==> src/hdl/hub75_pkg.sv <==
// panel geometry, command opcodes and the structs shared across the HUB75 pixel path
// every module imports it and the column, row and plane types follow the geometry
package hub75_pkg;

    localparam int PANEL_WIDTH  = 16;
    localparam int PANEL_HEIGHT = 8;
    localparam int HALF_HEIGHT  = PANEL_HEIGHT / 2;  // rows per half and the row address range
    localparam int PLANES       = 4;                  // bit planes per colour channel

    typedef logic [$clog2(PANEL_WIDTH)-1:0] col_t;
    typedef logic [$clog2(HALF_HEIGHT)-1:0] row_t;
    typedef logic [$clog2(PLANES)-1:0]      plane_t;

    // 12-bit pixel with red in the top nibble
    typedef struct packed {
        logic [PLANES-1:0] red;
        logic [PLANES-1:0] green;
        logic [PLANES-1:0] blue;
    } pixel_t;

    typedef struct packed {
        logic red;
        logic green;
        logic blue;
    } rgb_t;

    localparam logic [7:0] OP_PIXEL    = 8'h50;  // x, y, pixel hi, pixel lo
    localparam logic [7:0] OP_RGB_EN   = 8'h52;  // one mask byte
    localparam logic [7:0] OP_PLANE_EN = 8'h42;  // one mask byte

    typedef struct packed {
        logic   en_top;
        logic   en_bottom;
        col_t   col;
        row_t   row;
        pixel_t pixel;
    } fb_write_t;

    // rgb_enable bit 2 red, bit 1 green, bit 0 blue
    typedef struct packed {
        logic [2:0]        rgb_enable;
        logic [PLANES-1:0] plane_enable;
    } display_cfg_t;

    typedef struct packed {
        col_t   col;
        row_t   row;
        plane_t plane;
    } fetch_req_t;

    // panel connector
    typedef struct packed {
        rgb_t rgb_top;
        rgb_t rgb_bottom;
        row_t row;
        logic clk_pixel;
        logic latch;
        logic oe_n;
    } hub75_t;

endpackage

==> src/hdl/uart_rx.sv <==
// 8N1 uart receiver for the command stream
// rx is synchronized internally; byte_valid pulses once per frame with a good stop bit
`timescale 1ns/1ps

module uart_rx #(
    parameter int TICKS_PER_BIT = 16
) (
    input  logic       clk_root,
    input  logic       rst_n,
    input  logic       rx,
    output logic [7:0] rx_byte,
    output logic       byte_valid
);

    localparam int CW = $clog2(TICKS_PER_BIT);

    typedef enum logic [2:0] {RX_IDLE, RX_START, RX_DATA, RX_STOP, RX_BREAK} rx_state_t;

    rx_state_t   state;
    logic        rx_s1, rx_s2;
    logic [CW-1:0] tick;
    logic [2:0]  bit_cnt;
    logic [7:0]  shift;

    always_ff @(posedge clk_root) begin
        if (!rst_n) begin
            rx_s1      <= 1'b1;  // line idles high
            rx_s2      <= 1'b1;
            state      <= RX_IDLE;
            tick       <= '0;
            bit_cnt    <= '0;
            byte_valid <= 1'b0;
        end else begin
            rx_s1      <= rx;
            rx_s2      <= rx_s1;
            byte_valid <= 1'b0;
            tick       <= tick + 1'b1;
            case (state)
                RX_IDLE: begin
                    tick <= '0;
                    if (!rx_s2) state <= RX_START;
                end
                RX_START: if (tick == CW'(TICKS_PER_BIT / 2 - 1)) begin
                    tick    <= '0;  // now mid start bit
                    bit_cnt <= '0;
                    state   <= rx_s2 ? RX_IDLE : RX_DATA;  // glitch filter
                end
                RX_DATA: if (tick == CW'(TICKS_PER_BIT - 1)) begin
                    tick    <= '0;
                    shift   <= {rx_s2, shift[7:1]};  // lsb first
                    bit_cnt <= bit_cnt + 1'b1;
                    if (bit_cnt == 3'd7) state <= RX_STOP;
                end
                RX_STOP: if (tick == CW'(TICKS_PER_BIT - 1)) begin
                    if (rx_s2) begin
                        rx_byte    <= shift;
                        byte_valid <= 1'b1;
                        state      <= RX_IDLE;
                    end else begin
                        state <= RX_BREAK;  // framing error drops the frame
                    end
                end
                default: if (rx_s2) state <= RX_IDLE;  // wait out a low line
            endcase
        end
    end

endmodule

==> src/hdl/command_decoder.sv <==
// turns received command bytes into framebuffer writes and the two display masks
// takes one byte per byte_valid pulse and acts the cycle after the last byte
`timescale 1ns/1ps

module command_decoder (
    input  logic                      clk_root,
    input  logic                      rst_n,
    input  logic [7:0]                rx_byte,
    input  logic                      byte_valid,
    output hub75_pkg::fb_write_t      fb_wr,
    output hub75_pkg::display_cfg_t   cfg
);

    import hub75_pkg::*;

    typedef enum logic [2:0] {ST_OP, ST_X, ST_Y, ST_HI, ST_LO, ST_MASK} dec_state_t;

    dec_state_t state;
    logic       mask_is_rgb;  // which mask the next byte goes to
    col_t       x_reg;
    logic [7:0] y_reg;
    logic [3:0] hi_reg;       // red nibble
    logic       y_top;

    assign y_top = (y_reg < 8'(HALF_HEIGHT));

    always_ff @(posedge clk_root) begin
        if (!rst_n) begin
            state <= ST_OP;
            fb_wr <= '0;
            cfg   <= '1;  // everything visible out of reset
        end else begin
            fb_wr.en_top    <= 1'b0;
            fb_wr.en_bottom <= 1'b0;
            if (byte_valid) begin
                case (state)
                    ST_OP: begin
                        mask_is_rgb <= (rx_byte == OP_RGB_EN);
                        if (rx_byte == OP_PIXEL) begin
                            state <= ST_X;
                        end else if (rx_byte == OP_RGB_EN || rx_byte == OP_PLANE_EN) begin
                            state <= ST_MASK;
                        end
                    end
                    ST_X: begin
                        x_reg <= col_t'(rx_byte);
                        state <= ST_Y;
                    end
                    ST_Y: begin
                        y_reg <= rx_byte;
                        state <= ST_HI;
                    end
                    ST_HI: begin
                        hi_reg <= rx_byte[3:0];
                        state  <= ST_LO;
                    end
                    ST_LO: begin
                        fb_wr.en_top    <= y_top;
                        fb_wr.en_bottom <= !y_top;
                        fb_wr.col       <= x_reg;
                        fb_wr.row       <= y_top ? row_t'(y_reg)
                                                 : row_t'(y_reg - 8'(HALF_HEIGHT));
                        fb_wr.pixel     <= pixel_t'({hi_reg, rx_byte});
                        state           <= ST_OP;
                    end
                    default: begin  // mask byte uses the low bits only
                        if (mask_is_rgb) cfg.rgb_enable <= rx_byte[2:0];
                        else cfg.plane_enable <= rx_byte[PLANES-1:0];
                        state <= ST_OP;
                    end
                endcase
            end
        end
    end

endmodule

==> src/hdl/framebuffer_ram.sv <==
// one half of the framebuffer, written by the decoder and read by the scan
`timescale 1ns/1ps

module framebuffer_ram (
    input  logic              clk_root,
    input  logic              we,
    input  hub75_pkg::col_t   wr_col,
    input  hub75_pkg::row_t   wr_row,
    input  hub75_pkg::pixel_t wr_pixel,
    input  hub75_pkg::col_t   rd_col,
    input  hub75_pkg::row_t   rd_row,
    output hub75_pkg::pixel_t rd_pixel
);

    import hub75_pkg::*;

    pixel_t mem [HALF_HEIGHT * PANEL_WIDTH];  // addressed {row, col}

    initial begin
        for (int i = 0; i < HALF_HEIGHT * PANEL_WIDTH; i++) mem[i] = '0;  // blank panel
    end

    always_ff @(posedge clk_root) begin
        if (we) mem[{wr_row, wr_col}] <= wr_pixel;
        rd_pixel <= mem[{rd_row, rd_col}];
    end

endmodule

==> src/hdl/framebuffer_fetch.sv <==
// reads the top and bottom pixel for a scan request and reduces them to one plane
// two-stage pipeline of ram read then bit select and masking; rgb valid 2 cycles after req
`timescale 1ns/1ps

module framebuffer_fetch (
    input  logic                    clk_root,
    input  logic                    rst_n,
    input  hub75_pkg::fetch_req_t   req,
    input  logic                    req_valid,
    input  hub75_pkg::display_cfg_t cfg,
    input  hub75_pkg::fb_write_t    fb_wr,
    output hub75_pkg::rgb_t         rgb_top,
    output hub75_pkg::rgb_t         rgb_bottom
);

    import hub75_pkg::*;

    pixel_t px_top, px_bottom;
    plane_t plane_d1;
    logic   valid_d1;

    // one bit per channel for this plane, gated by both masks
    function automatic rgb_t plane_bits(pixel_t px, plane_t p, display_cfg_t c);
        rgb_t bits;
        bits.red   = px.red[p] & c.rgb_enable[2];
        bits.green = px.green[p] & c.rgb_enable[1];
        bits.blue  = px.blue[p] & c.rgb_enable[0];
        return bits & {3{c.plane_enable[p]}};
    endfunction

    framebuffer_ram u_ram_top (
        .clk_root (clk_root),
        .we       (fb_wr.en_top),
        .wr_col   (fb_wr.col),
        .wr_row   (fb_wr.row),
        .wr_pixel (fb_wr.pixel),
        .rd_col   (req.col),
        .rd_row   (req.row),
        .rd_pixel (px_top)
    );

    framebuffer_ram u_ram_bottom (
        .clk_root (clk_root),
        .we       (fb_wr.en_bottom),
        .wr_col   (fb_wr.col),
        .wr_row   (fb_wr.row),
        .wr_pixel (fb_wr.pixel),
        .rd_col   (req.col),
        .rd_row   (req.row),
        .rd_pixel (px_bottom)
    );

    always_ff @(posedge clk_root) begin
        plane_d1 <= req.plane;  // rides along with the ram read
    end

    always_ff @(posedge clk_root) begin
        if (!rst_n) begin
            valid_d1   <= 1'b0;
            rgb_top    <= '0;
            rgb_bottom <= '0;
        end else begin
            valid_d1   <= req_valid;
            rgb_top    <= valid_d1 ? plane_bits(px_top, plane_d1, cfg) : '0;
            rgb_bottom <= valid_d1 ? plane_bits(px_bottom, plane_d1, cfg) : '0;
        end
    end

endmodule

==> src/hdl/matrix_scan.sv <==
// row/plane/column sequencer with binary-coded modulation for the HUB75 panel
// requests go out two cycles ahead of the panel; all panel lines are registered
`timescale 1ns/1ps

module matrix_scan #(
    parameter int BASE_TIME = 64  // display cycles of plane 0
) (
    input  logic                  clk_root,
    input  logic                  rst_n,
    input  hub75_pkg::rgb_t       rgb_top,
    input  hub75_pkg::rgb_t       rgb_bottom,
    output hub75_pkg::fetch_req_t req,
    output logic                  req_valid,
    output hub75_pkg::hub75_t     panel
);

    import hub75_pkg::*;

    localparam int DISP_MAX = BASE_TIME << (PLANES - 1);
    localparam int DW       = $clog2(DISP_MAX + 1);

    typedef enum logic [1:0] {PH_SHIFT, PH_LATCH, PH_DISPLAY} phase_t;

    // panel control intent, delayed to line up with fetched rgb
    typedef struct packed {
        logic clk_pixel;
        logic latch;
        logic oe;
        row_t row;
    } scan_ctrl_t;

    phase_t     phase;
    col_t       col;
    logic       half;  // 0 = pixel clock low, 1 = high
    plane_t     plane;
    row_t       row;
    logic [DW-1:0] disp_cnt, disp_last;
    scan_ctrl_t ctrl_now, ctrl_d1, ctrl_d2;

    assign disp_last = DW'((BASE_TIME << plane) - 1);

    always_ff @(posedge clk_root) begin
        if (!rst_n) begin
            phase    <= PH_SHIFT;
            col      <= '0;
            half     <= 1'b0;
            plane    <= '0;
            row      <= '0;
            disp_cnt <= '0;
        end else begin
            case (phase)
                PH_SHIFT: begin
                    half <= !half;
                    if (half) begin
                        col <= col + 1'b1;
                        if (col == col_t'(PANEL_WIDTH - 1)) phase <= PH_LATCH;
                    end
                end
                PH_LATCH: begin
                    disp_cnt <= '0;
                    phase    <= PH_DISPLAY;
                end
                default: begin
                    disp_cnt <= disp_cnt + 1'b1;
                    if (disp_cnt == disp_last) begin
                        phase <= PH_SHIFT;
                        plane <= plane + 1'b1;
                        if (plane == plane_t'(PLANES - 1)) begin
                            plane <= '0;
                            row   <= (row == row_t'(HALF_HEIGHT - 1)) ? '0 : row + 1'b1;
                        end
                    end
                end
            endcase
        end
    end

    assign req.col   = col;
    assign req.row   = row;
    assign req.plane = plane;
    assign req_valid = (phase == PH_SHIFT);  // both halves of a column

    assign ctrl_now.clk_pixel = (phase == PH_SHIFT) && half;
    assign ctrl_now.latch     = (phase == PH_LATCH);
    assign ctrl_now.oe        = (phase == PH_DISPLAY);
    assign ctrl_now.row       = row;

    always_ff @(posedge clk_root) begin
        if (!rst_n) begin
            ctrl_d1 <= '0;
            ctrl_d2 <= '0;
            panel   <= '0;
            panel.oe_n <= 1'b1;  // dark until the first display phase
        end else begin
            ctrl_d1 <= ctrl_now;
            ctrl_d2 <= ctrl_d1;  // matches fetch latency
            panel.rgb_top    <= rgb_top;
            panel.rgb_bottom <= rgb_bottom;
            panel.clk_pixel  <= ctrl_d2.clk_pixel;
            panel.latch      <= ctrl_d2.latch;
            panel.oe_n       <= !ctrl_d2.oe;
            if (ctrl_d2.latch) panel.row <= ctrl_d2.row;  // row just shifted
        end
    end

endmodule

==> src/hdl/hub75_top.sv <==
// top of the HUB75 pixel path with uart commands in and the panel connector out
// baud and display time base are set here and passed down
`timescale 1ns/1ps

module hub75_top #(
    parameter int BAUD_TICKS = 217,  // clk_root cycles per uart bit
    parameter int BASE_TIME  = 64
) (
    input  logic              clk_root,
    input  logic              rst_n,
    input  logic              rx,
    output hub75_pkg::hub75_t panel
);

    import hub75_pkg::*;

    logic [7:0]   rx_byte;
    logic         byte_valid;
    fb_write_t    fb_wr;
    display_cfg_t cfg;
    fetch_req_t   req;
    logic         req_valid;
    rgb_t         rgb_top, rgb_bottom;

    uart_rx #(
        .TICKS_PER_BIT (BAUD_TICKS)
    ) u_uart_rx (
        .clk_root   (clk_root),
        .rst_n      (rst_n),
        .rx         (rx),
        .rx_byte    (rx_byte),
        .byte_valid (byte_valid)
    );

    command_decoder u_command_decoder (
        .clk_root   (clk_root),
        .rst_n      (rst_n),
        .rx_byte    (rx_byte),
        .byte_valid (byte_valid),
        .fb_wr      (fb_wr),
        .cfg        (cfg)
    );

    framebuffer_fetch u_framebuffer_fetch (
        .clk_root   (clk_root),
        .rst_n      (rst_n),
        .req        (req),
        .req_valid  (req_valid),
        .cfg        (cfg),
        .fb_wr      (fb_wr),
        .rgb_top    (rgb_top),
        .rgb_bottom (rgb_bottom)
    );

    matrix_scan #(
        .BASE_TIME (BASE_TIME)
    ) u_matrix_scan (
        .clk_root   (clk_root),
        .rst_n      (rst_n),
        .rgb_top    (rgb_top),
        .rgb_bottom (rgb_bottom),
        .req        (req),
        .req_valid  (req_valid),
        .panel      (panel)
    );

endmodule

==> config.mk <==
export PLATFORM = sky130hd
export DESIGN_NAME = hub75_top
export DESIGN_NICKNAME = d
export VERILOG_FILES = /design/src/hdl/hub75_pkg.sv /design/src/hdl/uart_rx.sv /design/src/hdl/command_decoder.sv /design/src/hdl/framebuffer_ram.sv /design/src/hdl/framebuffer_fetch.sv /design/src/hdl/matrix_scan.sv /design/src/hdl/hub75_top.sv
export SDC_FILE = /design/constraint.sdc
export NUM_CORES = 2
export LEC_CHECK = 0
export ABC_AREA = 1
export BUFFER_PORTS_ARGS = -buffer_cell sky130_fd_sc_hd__buf_2
export CAP_MARGIN = 10
export CORE_MARGIN = 4
export CORE_UTILIZATION = 25
export CTS_CLUSTER_SIZE = 28
export DETAILED_ROUTE_END_ITERATION = 8
export GPL_TIMING_DRIVEN = 1
export RECOVER_POWER = 50
export REMOVE_ABC_BUFFERS = 1
export SYNTH_ARGS = -nofsm -noshare
export SYNTH_HDL_FRONTEND = slang
export SYNTH_SLANG_ARGS = --single-unit
==> constraint.sdc <==
create_clock -name clk_root -period 4.2 [get_ports clk_root]
set_input_delay 0.21 -clock clk_root [delete_from_list [all_inputs] [get_ports clk_root]]
set_output_delay 0.21 -clock clk_root [all_outputs]
set_load 0.01 [all_outputs]
==> impl_metrics.yaml <==
finish:
  post_layout_nonfiller_instances: 10400
  synthToLayoutAreaGrowth_pct: 15.3
  area.sequential_sq_um: 49600
  layout_nets: 6543
  post_route_cells_drive_above_1_share_pct: 8.24
  multi_input_comb_area_sq_um: 16900
  fillerInstances: 28100
  final_util_pct: 29.1
  biggestRegsByFlops: "u_framebuffer_fetch.u_ram_bottom.mem x768, u_framebuffer_fetch.u_ram_top.mem x768, u_command_decoder.fb_wr x20"
synthesis:
  yosys_warnings: 0
  synth_top_cells_by_area: "sky130_fd_sc_hd__edfxtp_1 (67%), sky130_fd_sc_hd__nand2_1 (12%), sky130_fd_sc_hd__nand3_1 (6.2%)"
  yosysUniqueCellTypes: 30
  yosysMostFrequentCell: "sky130_fd_sc_hd__nand2_1"
  yosys_register_bits: 1691
  synth_flop_cell: "sky130_fd_sc_hd__edfxtp_1"
  asyncSetResetFlopFracSynth_pct: 0
  cell_area_after_synthesis_sq_um: 69900
  post-synth-top-area-cell: "sky130_fd_sc_hd__edfxtp_1"
  netlist_instances: 6490
  synth_edf_count: 1569
  seq_area_frac_synth_pct: 70.9
  yosys.area.top_type_share_pct: 67.4
  yosys-top-cells-count: "sky130_fd_sc_hd__nand2_1 (2193), sky130_fd_sc_hd__edfxtp_1 (1569), sky130_fd_sc_hd__nand3_1 (868)"
  synth.avg_cell_area_sq_um: 10.8
clocking:
  clock-root-buffer: "sky130_fd_sc_hd__clkbuf_16"
  clk_pin_slew_ns: 0.06
  sinks_on_clock_net: 1691
  htree_num_levels: 4
  cts_inserted_buffers: 171
  clock_path_buffers: 3
  worstSkewPairLatency_ns: 0.82
  tritoncts: "yes"
global_route:
  first_global_vias: 44700
  grt_overflow: 0
  grt_pass1_wl_um: 284000
  largest_net_degree_at_the_start_of_global_routing: 188
  global_route.usage.total_pct: 12.8
  antenna_found_initial: 3
drt:
  wire_per_inst_um: 18.3
  number_of_remaining_drc_errors: 0
  postRouteAntennaNets: 0
  detail_route.vias_per_cell: 4.51
  detail_route.first_pass.iterations: 6
  via_count: 46900
  dr.first_iter.drc_count: 4932
  wl_final_um: 190000
timing:
  finalClockSkew_ns: 0.0345
  worst_pin_slew_ns: 3.18
  grt_setup_unrepaired: "no"
  timing.max_slew.rel_slack_pct: -112
  finalHoldWorstSlack_ns: 0.110
  achievable-frequency_mhz: 289
  finalHoldViolations: 0
  slew_violations: 726
  setup_total_negative_slack_ns: 0
  period_minus_slack_ns: 3.46
  layout_worst_path_cycle_share_pct: 82.5
  setup_viol: 0
worst_hold_path:
  hp-class: "input pin to flop"
floorplan:
  initial_utilization_pct: 25.2
  core-area_sq_um: 277000
  die_h_um: 537
  ioPinCount: 14
  die_area_sq_um: 288000
  core.rowCount: 193
  die-width_um: 537
critical_path:
  path_buf_inv: 1
  worstSetupStartpointType: "flop"
  ff2ff_setup_slack_ns: 0.74
  critPathTopFamily: "flip-flops"
  critical_path.max_fanout: 51
  timing_worst_setup_path_type: "flop to flop"
  worstSetupEndpointType: "flop"
  worst_ep_arrival_time_ns: 3.90
  crit_path_top_delay_cell: "sky130_fd_sc_hd__dfxtp_1"
  crit_path_max_incr_delay_ns: 1.86
  timing.critical_path.cells: "clkbuf_2"
  crit_required_ns: 4.63
place:
  detailed_place_hpwl_um: 107000
  placedCellCount: 10100
  port_buffers: 13
  place.gp.congestion: 0.828
outcome:
  violations: "capacitance limit, slew limit"
  status: "finished with violations"
pwr:
  leakagePower_nw: 30.3
  cellPowerDensity_nw_per_um2: 434
  max-vdd-ir-drop_v: 0.000368
run:
  max-cap-violations: 13
## final cells by class
| type | count | share of cell area (%) |
|---|---|---|
| sequential | 1691 | 61.5 |
| multi-input combinational | 3862 | 21.0 |
| tap | 3705 | 5.75 |
| clock buffer | 227 | 5.60 |
| inverter | 573 | 2.69 |
| timing repair buffer | 231 | 2.43 |
| clock inverter | 94 | 1.10 |
| antenna | 1 | 0.00310 |
## cells in the final DEF, fill, tap and decap left out, drive strengths merged
cell | netlist | layout
inv | 569 | 571
a21oi | 138 | 138
nand3 | 868 | 868
edfxtp | 1569 | 1569
nand4 | 8 | 8
dfxtp | 122 | 122
clkbuf | 115 | 256
nor3b | 1 | 1
buf | 249 | 200
clkinvlp | 0 | 10
o211ai | 78 | 78
nor3 | 128 | 128
ha | 10 | 10
nand3b | 1 | 1
nor2 | 341 | 341
diode | 0 | 1
o22ai | 1 | 1
clkinv | 4 | 77
a211oi | 1 | 1
a22oi | 1 | 1
xnor2 | 1 | 1
bufinv | 0 | 9
o21ai | 83 | 83
or2 | 6 | 6
dlygate4sd3 | 0 | 2
nand2 | 2193 | 2193
nor4 | 3 | 3
## cells by family after synthesis
family,synth area share [%]
buf+inv,5.59
flops,70.9
fa+ha+maj,0.179
xor+xnor,0.0125
simple gates,20.9
compound gates,2.45
## metrics by stage
stage          cell area [sq um]  power (W)  setup WS, ns
6_report                   80700     0.0350         0.736
5_1_grt                    80700     0.0363         0.551
4_1_cts                    80800     0.0353          1.23
3_5_place_dp               75300     0.0206          1.25
3_3_place_gp               75300     0.0206          1.22
2_1_floorplan              68200     0.0205        -36.36
## metal layers
metal	track usage, %	share of wire, %	up-vias
li1	-	-	21900
met1	17.5	43	22900
met3	1.98	7.4	270
met5	0	0	-
met4	3.64	2.4	0
met2	21.0	47	1812
## final timing paths
path / from / end / cells after the start
setup reg to reg: u_command_decoder.fb_wr[6]$_SDFFE_PN0P_ / u_framebuffer_fetch.u_ram_bottom.mem[11][6]$_DFFE_PP_ / 1
setup / recovery: u_command_decoder.fb_wr[6]$_SDFFE_PN0P_ / u_framebuffer_fetch.u_ram_bottom.mem[11][6]$_DFFE_PP_ / 1
hold / removal: rx / u_uart_rx.rx_s1$_SDFF_PN1_ / 3
hold reg to reg: u_matrix_scan.ctrl_d2[2]$_SDFF_PN0_ / u_matrix_scan.panel[0]$_SDFF_PN1_ / 1
## timing repair
action                                  CTS  global route
endpoints found under the setup margin    0             0
hold buffers                              2             0
hold endpoints to repair                 19             0
buffers inserted                          0             0
resized for setup                         0             0
## where the power goes
group | total [W] | switching [W] | internal [W]
Sequential | 0.0182 | 0.0000562 | 0.0182
Clock | 0.0148 | 0.00656 | 0.00821
Combinational | 0.00202 | 0.00144 | 0.000577
Total | 0.0350 | 0.00806 | 0.0270
No activity file was read; power rests on OpenSTA's default activity.
